`src/include/nes_host_defines.svh`:
```
// Shared constants for the NES host glue
// Memory map of the cartridge loader, iNES header layout and controller port sizes
`ifndef NES_HOST_DEFINES_SVH
`define NES_HOST_DEFINES_SVH

//////////////////////////////////////////////////////////////////////
// Cartridge memory map
//////////////////////////////////////////////////////////////////////

`define NES_ADDR_W          22
`define NES_CHR_BASE        22'h200000 // CHR region starts at bit 21
`define NES_PRG_PAGE_SHIFT  14         // 16 KB PRG pages
`define NES_CHR_PAGE_SHIFT  13         // 8 KB CHR pages

//////////////////////////////////////////////////////////////////////
// iNES header
//////////////////////////////////////////////////////////////////////

`define NES_HDR_BYTES       16
`define NES_MAGIC_0         8'h4E // N
`define NES_MAGIC_1         8'h45 // E
`define NES_MAGIC_2         8'h53 // S
`define NES_MAGIC_3         8'h1A

//////////////////////////////////////////////////////////////////////
// Controller ports
//////////////////////////////////////////////////////////////////////

`define NES_PAD_BITS        8
`define NES_PORT_BITS       24
`define NES_NUM_PORTS       2
`define NES_NUM_JOY         4     // Host joysticks A to D
`define NES_TAP_SIG_0       8'h08 // Multitap signature, port 0
`define NES_TAP_SIG_1       8'h04 // Multitap signature, port 1

`endif

```
`src/hw/nes_host_pkg.sv`:
```
// Types shared by the NES host loader and controller ports
// Referenced by scoped name from the modules that need them
`default_nettype none

`include "nes_host_defines.svh"

package nes_host_pkg;

	// Loader FSM
	typedef enum logic [2:0] {
		LOAD_HEADER,
		LOAD_PRG,
		LOAD_CHR,
		LOAD_ERROR,
		LOAD_DONE
	} loader_state_e;

	// One byte write into cartridge memory
	typedef struct packed {
		logic [`NES_ADDR_W-1:0] addr;
		logic [7:0]             data;
	} mem_write_t;

	// Mapper flags word handed to the core
	typedef struct packed {
		logic [5:0] spare;
		logic       has_saves;   // Battery backed RAM
		logic [7:0] submapper;   // iNES 2.0 only
		logic       four_screen;
		logic       chr_ram;
		logic       mirroring;
		logic [2:0] chr_size;    // Log2 style size code
		logic [2:0] prg_size;
		logic [7:0] mapper;
	} mapper_flags_t;

	typedef struct packed {
		logic swap;     // Exchange players A and B
		logic multitap; // Four player adapter
	} pad_options_t;

	// Parallel load words, one per port
	typedef struct packed {
		logic [`NES_NUM_PORTS-1:0][`NES_PORT_BITS-1:0] word;
	} pad_load_t;

endpackage

`default_nettype wire

```
`src/hw/ines_header_decoder.sv`:
```
// Decodes a captured iNES header into the magic check and the mapper flags
// Purely combinational, driven from the loader's header array
`timescale 1ns/1ps
`default_nettype none

`include "nes_host_defines.svh"

module ines_header_decoder (
	input  wire logic [`NES_HDR_BYTES-1:0][7:0] header,
	input  wire logic                           invert_mirroring,
	output logic                                header_ok,
	output nes_host_pkg::mapper_flags_t         flags
);

	logic magic_ok;
	logic has_trainer;
	logic is_nes20;
	logic is_dirty;
	logic [7:0] prg_pages;
	logic [7:0] chr_pages;

	// Page count to size code, rounded up to the next power of two
	function automatic logic [2:0] size_code(input logic [7:0] pages);
		logic [2:0] code;
		if (pages <= 8'd1)
			code = 3'd0;
		else if (pages <= 8'd2)
			code = 3'd1;
		else if (pages <= 8'd4)
			code = 3'd2;
		else if (pages <= 8'd8)
			code = 3'd3;
		else if (pages <= 8'd16)
			code = 3'd4;
		else if (pages <= 8'd32)
			code = 3'd5;
		else if (pages <= 8'd64)
			code = 3'd6;
		else
			code = 3'd7;
		return code;
	endfunction

	assign prg_pages = header[4];
	assign chr_pages = header[5];  // Zero means CHR RAM

	assign magic_ok = header[0] == `NES_MAGIC_0 && header[1] == `NES_MAGIC_1 &&
	                  header[2] == `NES_MAGIC_2 && header[3] == `NES_MAGIC_3;
	assign has_trainer = header[6][2];  // Trainers are not supported
	assign header_ok   = magic_ok && !has_trainer;

	assign is_nes20 = header[7][3:2] == 2'b10;

	// Old dumpers left junk in the tail of 1.0 headers
	assign is_dirty = !is_nes20 && (header[9][7:1] != 7'd0 || header[15:10] != '0);

	always_comb begin
		flags             = '0;
		flags.has_saves   = header[6][1];
		flags.submapper   = is_nes20 ? header[8] : 8'h00;
		flags.four_screen = header[6][3];
		flags.chr_ram     = chr_pages == 8'd0;
		flags.mirroring   = header[6][0] ^ invert_mirroring;
		flags.chr_size    = size_code(chr_pages);
		flags.prg_size    = size_code(prg_pages);
		flags.mapper      = {is_dirty ? 4'h0 : header[7][7:4], header[6][7:4]};
	end

endmodule

`default_nettype wire

```
`src/hw/rom_loader.sv`:
```
// Cartridge image loader for iNES files
// Captures the 16 byte header, then streams PRG and CHR bytes into memory
// Restarts on every rising edge of downloading
`timescale 1ns/1ps
`default_nettype none

`include "nes_host_defines.svh"

module rom_loader (
	input  wire logic                   clk,
	input  wire logic                   reset_nes,
	input  wire logic                   downloading,
	input  wire logic                   byte_valid,
	input  wire logic                   invert_mirroring,
	input  wire logic [7:0]             byte_data,
	output logic                        mem_we,
	output nes_host_pkg::mem_write_t    mem_write,
	output logic                        busy,
	output logic                        done,
	output logic                        error,
	output nes_host_pkg::mapper_flags_t mapper_flags
);

	localparam int CTR_W = $clog2(`NES_HDR_BYTES);

	nes_host_pkg::loader_state_e state;

	logic [CTR_W-1:0]               hdr_ctr;
	logic [`NES_HDR_BYTES-1:0][7:0] header;
	logic [`NES_ADDR_W-1:0]         bytes_left;
	logic [`NES_ADDR_W-1:0]         addr;
	logic [`NES_ADDR_W-1:0]         prg_bytes;
	logic [`NES_ADDR_W-1:0]         chr_bytes;
	logic                           downloading_d;
	logic                           restart;
	logic                           header_ok;
	logic                           last_hdr_byte;
	logic                           data_phase;

	ines_header_decoder u_decoder (
		.header           (header),
		.invert_mirroring (invert_mirroring),
		.header_ok        (header_ok),
		.flags            (mapper_flags)
	);

	assign restart       = downloading && !downloading_d;
	assign last_hdr_byte = byte_valid && hdr_ctr == CTR_W'(`NES_HDR_BYTES - 1);

	assign prg_bytes = `NES_ADDR_W'(header[4]) << `NES_PRG_PAGE_SHIFT;
	assign chr_bytes = `NES_ADDR_W'(header[5]) << `NES_CHR_PAGE_SHIFT;

	// Writes only while a region still has bytes to go
	assign data_phase = (state == nes_host_pkg::LOAD_PRG || state == nes_host_pkg::LOAD_CHR) &&
	                    bytes_left != '0;
	assign mem_we     = data_phase && byte_valid;

	assign mem_write.addr = addr;
	assign mem_write.data = byte_data;

	//////////////////////////////////////////////////////////////////////
	// Control FSM
	//////////////////////////////////////////////////////////////////////

	always_ff @(posedge clk) begin
		if (reset_nes) begin
			state         <= nes_host_pkg::LOAD_HEADER;
			hdr_ctr       <= '0;
			bytes_left    <= '0;
			busy          <= 1'b0;
			done          <= 1'b0;
			error         <= 1'b0;
			downloading_d <= 1'b0;
		end else begin
			downloading_d <= downloading;
			if (restart) begin
				state      <= nes_host_pkg::LOAD_HEADER;
				hdr_ctr    <= '0;
				bytes_left <= '0;
				busy       <= 1'b0;
				done       <= 1'b0;
				error      <= 1'b0;
			end else begin
				case (state)
					nes_host_pkg::LOAD_HEADER: begin
						if (byte_valid)
							hdr_ctr <= hdr_ctr + 1'b1;
						if (last_hdr_byte) begin
							if (header_ok) begin
								state      <= nes_host_pkg::LOAD_PRG;
								bytes_left <= prg_bytes;
								busy       <= 1'b1;
							end else begin
								state <= nes_host_pkg::LOAD_ERROR;
							end
						end
					end
					nes_host_pkg::LOAD_PRG: begin
						if (bytes_left != '0) begin
							if (byte_valid)
								bytes_left <= bytes_left - 1'b1;
						end else if (header[5] == 8'd0) begin  // CHR RAM, nothing to load
							state <= nes_host_pkg::LOAD_DONE;
							done  <= 1'b1;
							busy  <= 1'b0;
						end else begin
							state      <= nes_host_pkg::LOAD_CHR;
							bytes_left <= chr_bytes;
						end
					end
					nes_host_pkg::LOAD_CHR: begin
						if (bytes_left != '0) begin
							if (byte_valid)
								bytes_left <= bytes_left - 1'b1;
						end else begin
							state <= nes_host_pkg::LOAD_DONE;
							done  <= 1'b1;
							busy  <= 1'b0;
						end
					end
					nes_host_pkg::LOAD_ERROR: begin
						done  <= 1'b1;
						error <= 1'b1;
						busy  <= 1'b0;
					end
					default: ;  // LOAD_DONE holds, later bytes ignored
				endcase
			end
		end
	end

	//////////////////////////////////////////////////////////////////////
	// Header capture and write address
	//////////////////////////////////////////////////////////////////////

	always_ff @(posedge clk) begin
		if (state == nes_host_pkg::LOAD_HEADER && byte_valid && !restart)
			header[hdr_ctr] <= byte_data;

		if (mem_we)
			addr <= addr + 1'b1;
		else if (state == nes_host_pkg::LOAD_HEADER)
			addr <= '0;                 // PRG starts at zero
		else if (state == nes_host_pkg::LOAD_PRG && bytes_left == '0)
			addr <= `NES_CHR_BASE;
	end

endmodule

`default_nettype wire

```
`src/hw/pad_port_mapper.sv`:
```
// Builds the parallel load word of each controller port from the host joysticks
// Handles button reordering, player swap and the four player multitap
`timescale 1ns/1ps
`default_nettype none

`include "nes_host_defines.svh"

module pad_port_mapper (
	input  wire logic [`NES_NUM_JOY-1:0][`NES_PAD_BITS-1:0] joy,
	input  nes_host_pkg::pad_options_t                      pad_opts,
	output nes_host_pkg::pad_load_t                         load
);

	logic [`NES_NUM_JOY-1:0][`NES_PAD_BITS-1:0] nes_joy;

	// Host order R L D U A B Sel St to NES shift order A B Sel St U D L R
	function automatic logic [`NES_PAD_BITS-1:0] to_nes_order(
		input logic [`NES_PAD_BITS-1:0] host
	);
		return {host[0], host[1], host[2], host[3], host[7], host[6], host[5], host[4]};
	endfunction

	always_comb begin
		for (int j = 0; j < `NES_NUM_JOY; j++)
			nes_joy[j] = to_nes_order(joy[j]);
	end

	always_comb begin
		logic [7:0] sig;
		int         main_idx;
		for (int p = 0; p < `NES_NUM_PORTS; p++) begin
			main_idx = pad_opts.swap ? (p ^ 1) : p;
			sig      = (p == 0) ? `NES_TAP_SIG_0 : `NES_TAP_SIG_1;
			if (pad_opts.multitap)
				load.word[p] = {sig, nes_joy[p + 2], nes_joy[main_idx]};  // C or D in the middle
			else
				load.word[p] = {16'hFFFF, nes_joy[main_idx]};
		end
	end

endmodule

`default_nettype wire

```
`src/hw/pad_port_shifter.sv`:
```
// Serial shift register of one console controller port
// Strobe reloads it, each falling port clock shifts one bit out
`timescale 1ns/1ps
`default_nettype none

`include "nes_host_defines.svh"

module pad_port_shifter (
	input  wire logic                      clk,
	input  wire logic                      reset_nes,
	input  wire logic                      strobe,
	input  wire logic                      port_clock,
	input  wire logic [`NES_PORT_BITS-1:0] load_word,
	output logic                           serial_out
);

	logic [`NES_PORT_BITS-1:0] shift_q;
	logic                      port_clock_d;
	logic                      clock_fall;

	assign clock_fall = port_clock_d && !port_clock;

	always_ff @(posedge clk) begin
		if (reset_nes) begin
			shift_q      <= '0;
			port_clock_d <= 1'b0;
		end else begin
			port_clock_d <= port_clock;
			if (strobe)
				shift_q <= load_word;                                      // Latch buttons
			else if (clock_fall)
				shift_q <= {1'b0, shift_q[`NES_PORT_BITS-1:1]};            // Zero fills from the top
		end
	end

	assign serial_out = shift_q[0];

endmodule

`default_nettype wire

```
`src/hw/nes_host.sv`:
```
// Top level of the NES host glue
// Cartridge image loader plus the two serial controller ports
`timescale 1ns/1ps
`default_nettype none

`include "nes_host_defines.svh"

module nes_host (
	input  wire logic                                   clk,
	input  wire logic                                   reset_nes,
	// Image stream
	input  wire logic                                   downloading,
	input  wire logic                                   byte_valid,
	input  wire logic                                   invert_mirroring,
	input  wire logic [7:0]                             byte_data,
	// Cartridge memory
	output nes_host_pkg::mem_write_t                    mem_write,
	output logic                                        mem_we,
	output logic                                        busy,
	output logic                                        done,
	output logic                                        error,
	output nes_host_pkg::mapper_flags_t                 mapper_flags,
	// Controllers
	input  wire logic [`NES_NUM_JOY-1:0][`NES_PAD_BITS-1:0] joy,
	input  nes_host_pkg::pad_options_t                  pad_opts,
	input  wire logic                                   joypad_strobe,
	input  wire logic [`NES_NUM_PORTS-1:0]              joypad_clock,
	output logic [`NES_NUM_PORTS-1:0]                   joypad_data
);

	nes_host_pkg::pad_load_t pad_load;

	rom_loader u_loader (
		.clk              (clk),
		.reset_nes        (reset_nes),
		.downloading      (downloading),
		.byte_valid       (byte_valid),
		.invert_mirroring (invert_mirroring),
		.byte_data        (byte_data),
		.mem_we           (mem_we),
		.mem_write        (mem_write),
		.busy             (busy),
		.done             (done),
		.error            (error),
		.mapper_flags     (mapper_flags)
	);

	pad_port_mapper u_mapper (
		.joy      (joy),
		.pad_opts (pad_opts),
		.load     (pad_load)
	);

	// One shifter per console port
	for (genvar i = 0; i < `NES_NUM_PORTS; i++) begin : g_port
		pad_port_shifter u_shifter (
			.clk        (clk),
			.reset_nes  (reset_nes),
			.strobe     (joypad_strobe),
			.port_clock (joypad_clock[i]),
			.load_word  (pad_load.word[i]),
			.serial_out (joypad_data[i])
		);
	end

endmodule

`default_nettype wire

```
`config.mk`:
```
export PLATFORM = sky130hd
export DESIGN_NAME = nes_host
export DESIGN_NICKNAME = d
export VERILOG_FILES = /design/src/hw/nes_host_pkg.sv /design/src/hw/ines_header_decoder.sv /design/src/hw/rom_loader.sv /design/src/hw/pad_port_mapper.sv /design/src/hw/pad_port_shifter.sv /design/src/hw/nes_host.sv
export VERILOG_INCLUDE_DIRS = /design/src /design/src/include
export SDC_FILE = /design/constraint.sdc
export NUM_CORES = 1
export LEC_CHECK = 0
export ABC_AREA = 1
export BUFFER_PORTS_ARGS = -buffer_cell sky130_fd_sc_hd__buf_2
export CAP_MARGIN = 15
export CORE_MARGIN = 2
export CORE_UTILIZATION = 30
export CTS_CLUSTER_SIZE = 8
export DETAILED_ROUTE_END_ITERATION = 7
export SYNTH_ARGS = -nofsm -noshare
export SYNTH_HDL_FRONTEND = slang
export SYNTH_SLANG_ARGS = --single-unit
```
`constraint.sdc`:
```
create_clock -name clk -period 2.21 [get_ports clk]
set_input_delay 0.1105 -clock clk [delete_from_list [all_inputs] [get_ports clk]]
set_output_delay 0.1105 -clock clk [all_outputs]
set_load 0.02 [all_outputs]
```
==> impl_metrics.ini <==
[status]
status = completed

[drt]
dr.first_iter.drc_count = 500
drc = 0
routed_wl_um = 25100
drtAntennaViolNets = 0
drt-wirelength-per-cell_um = 13.75
num_vias = 8414
dr.pass1.iters = 5
via_per_inst = 4.610

[critical_path]
cp.arrival_ns = 2.06
worst-path-stages = 6
cp-end-kind = primary output
max_stage_delay_ns = 0.36
timing_worst_setup_path_type = reg -> out
cp-startpoint = u_loader.header[85]
crit_chain = nor4_1 > nand4_1 > nor2_1 > nand3b_1 > a21boi_1 > buf_4
reg2regPathDepth = 8
critPathLaunchType = flip-flop
crit_fanout = 4
r2r_end = u_loader.header[25]
required_ns = 2.10
crit_path_end = mapper_flags[6]
r2r-start = u_loader.state[0]
critPathSlowestCell = edfxtp_1
r2r_setup_slack_ns = 0.22
critPathTopFamily = simple AND/OR/NAND/NOR gates
crit_buf_inv = 1

[finish]
fin_nets = 1404
syn2layout_area_growth_pct = 24.03
post-route-util_pct = 37.75
stdcell_area_mm2 = 0.01304
drive_above_1_share_pct = 17.17

[global_route]
grt_pass1_vias = 8067
grt_pass1_wl_um = 40870
grt_max_degree = 38
grt_overflow = 0
grtUsageTotal_pct = 13.74
antenna_found_initial = 1

[cts]
cts_buffers = 35
cts_buffer_depth = 3
clock-sinks = 230
path_clk_slew_ns = 0.05
cts_tree = done
htree_levels = 2
ctsRootBufferMaster = clkbuf_16
insertion_delay_ns = 0.51

[sta]
rsz0062_at_grt = yes
clock_skew_ns = 0.02234
slew_violations = 0
period_share_pct = 97.99
max-slew-margin-rel_pct = 57.61
worst_pin_slew_ns = 0.6335
whs_ns = 0.03541
finalHoldViolations = 0
period_minus_slack_ns = 2.166
fmax_mhz = 461.8
setup_viol = 0
setup_tns_ns = 0

[min_path]
hold_path.class = in -> reg

[yosys]
synthFlopType = edfxtp_1
synth_cell_type_count = 47
synth.avg_cell_area_um2 = 8.918
ys_async_sr_fraction_pct = 0
netlist_area_mm2 = 0.01051
ys_ff_latch = 230
synth_edf_count = 147
yosysSeqAreaShare_pct = 57.79
syn-instance-count = 1179
ys.warnings.count = 0

[power]
pwr-share-comb_pct = 4.8
p_per_area_mw_per_mm2 = 773.6
power_frac_seq_pct = 46.5
p_leak_nw = 5.346
clock_power_share_pct = 48.7
peakVddDrop_mv = 0.4244
power_switching_mw = 2.198
intPower_mw = 7.890
switching_share_pct = 21.79

[floorplan]
dieArea_mm2 = 0.03656
rows = 68
core_area_mm2 = 0.03454
io-pin-count = 118
initial_core_util_pct = 30.44
die_h_um = 191.2
die_w_um = 191.2

[placement]
io_buffers = 111
place_area_mm2 = 0.01166
dp_hpwl_um = 17080
place.gp.congestion = 0.8691

[flow_run]
drv_cap = 0
## cell families after synthesis
logic type                 Yosys count  synth area share, %
xor gates and xnor gates            20                1.666
other                                1              0.03567
adders and majority gates            7               0.8330
AOI/OAI and AO/OA                  203                10.38
DFF                                230                57.79
buffers and inverters              179                7.402
and+or+nand+nor                    539                21.90
## metrics by stage
step | worst slack (ns) | power [mW] | std cells
after CTS | 0.007154 | 10.23 | 1816
after detailed placement | 0.09719 | 5.232 | 1736
after global routing | -0.08330 | 10.48 | 1824
after floorplan | 0.06076 | 5.056 | 1184
after global placement | 0.1212 | 5.226 | 1736
final | 0.04438 | 10.09 | 1825
## worst register-to-register path, cell delays in order, from the launching register on
cell	delay, ns
dfxtp_1	0.37
nor3_1	0.27
inv_1	0.12
nor2_1	0.15
inv_1	0.12
nor2_1	0.21
o21ai_2	0.16
nor2_1	0.11
buf_4	0.18
## sequential cells by signal (all words and copies together), names as in the netlist
| name | cells |
|---|---|
| u_loader.downloading_d | 1 |
| u_loader.busy | 1 |
| u_loader.header | 117 |
| g_port.u_shifter.shift_q | 48 |
| u_loader.addr | 22 |
| u_loader.error | 1 |
| u_loader.done | 1 |
| u_loader.state | 3 |
| u_loader.hdr_ctr | 4 |
| g_port.u_shifter.port_clock_d | 2 |
| u_loader.chr_bytes | 8 |
| u_loader.bytes_left | 22 |
## per-layer routing
metal  vias up  global-route usage [%]  part of all wire (%)
met3        31                   3.103                   6.2
met4         0                   3.935                   1.5
met2       234                   22.44                    46
met1      3873                   18.21                    46
li1       4276                       -                     -
met5         -                       0                     0
## worst min path at each step
stage / start / endpoint / slack (ns) / depth (start not counted)
after global placement: joypad_clock[0] / g_port[0].u_shifter.port_clock_d / 0.34 / 3
after CTS: joy[8] / g_port[0].u_shifter.shift_q[7] / 0.008 / 3
after global routing: reset_nes / g_port[1].u_shifter.port_clock_d / 0.05 / 3
after floorplan: reset_nes / g_port[1].u_shifter.shift_q[16] / 0.19 / 1
final: joy[8] / g_port[0].u_shifter.shift_q[7] / 0.04 / 3
after detailed placement: joypad_clock[1] / g_port[1].u_shifter.port_clock_d / 0.35 / 3
## power groups by stage
| stage | combinational (mW) | sequential (mW) | clock, mW |
|---|---|---|---|
| 4_1_cts | 0.492 | 4.69 | 5.05 |
| 3_5_place_dp | 0.462 | 4.77 | 0 |
| 3_3_place_gp | 0.459 | 4.77 | 0 |
| 6_report | 0.489 | 4.69 | 4.91 |
| 2_1_floorplan | 0.294 | 4.76 | 0 |
| 5_1_grt | 0.556 | 4.69 | 5.23 |
## cell usage in the layout (no fill, tap or decap), types with 6 or more instances in the layout
master / count
nand4_1: 16
nor2_2: 9
nor3_1: 23
clkbuf_1: 21
dfxtp_1: 83
a21oi_1: 79
nand3_1: 60
buf_2: 104
o21ai_0: 91
xor2_1: 13
nor4_1: 11
conb_1: 6
nor2_1: 171
buf_4: 53
clkbuf_16: 35
xnor2_1: 7
ha_1: 7
inv_1: 120
dlygate4sd3_1: 21
nand2_1: 219
nand2_2: 6
edfxtp_1: 147
## synthesized netlist by cell type, types with 5 or more instances
| cell | n | area (um2) |
|---|---|---|
| a21oi_1 | 81 | 405.4 |
| nand2_2 | 5 | 31.28 |
| nand2_1 | 220 | 825.8 |
| nor4_1 | 16 | 100.1 |
| o21ai_0 | 92 | 460.4 |
| xnor2_1 | 7 | 61.31 |
| ha_1 | 7 | 87.58 |
| dfxtp_1 | 83 | 1662 |
| a31oi_1 | 5 | 31.28 |
| nor3_1 | 23 | 115.1 |
| nand3_1 | 61 | 305.3 |
| clkbuf_1 | 20 | 75.07 |
| nor2_1 | 178 | 668.1 |
| buf_4 | 25 | 187.7 |
| nand4_1 | 16 | 100.1 |
| edfxtp_1 | 147 | 4414 |
| xor2_1 | 13 | 113.9 |
| inv_1 | 122 | 457.9 |
## layout make-up
class | instances | area, um2
Multi-Input combinational cell | 775 | 3755
Antenna cell | 1 | 2.502
Inverter | 126 | 475.5
Tap cell | 455 | 569.3
Fill cell | 3507 | 21500
Sequential cell | 230 | 6076
Clock buffer | 56 | 954.7
Timing Repair Buffer | 179 | 1149
Clock inverter | 3 | 58.81
## what timing repair did
item	CTS	global route
buffers inserted	0	8
hold buffers	21	0
hold endpoints to repair	21	0
endpoints found under the setup margin	5	81
pin swaps	0	5
resized for setup	6	29
(Power assumes the default switching activity.)
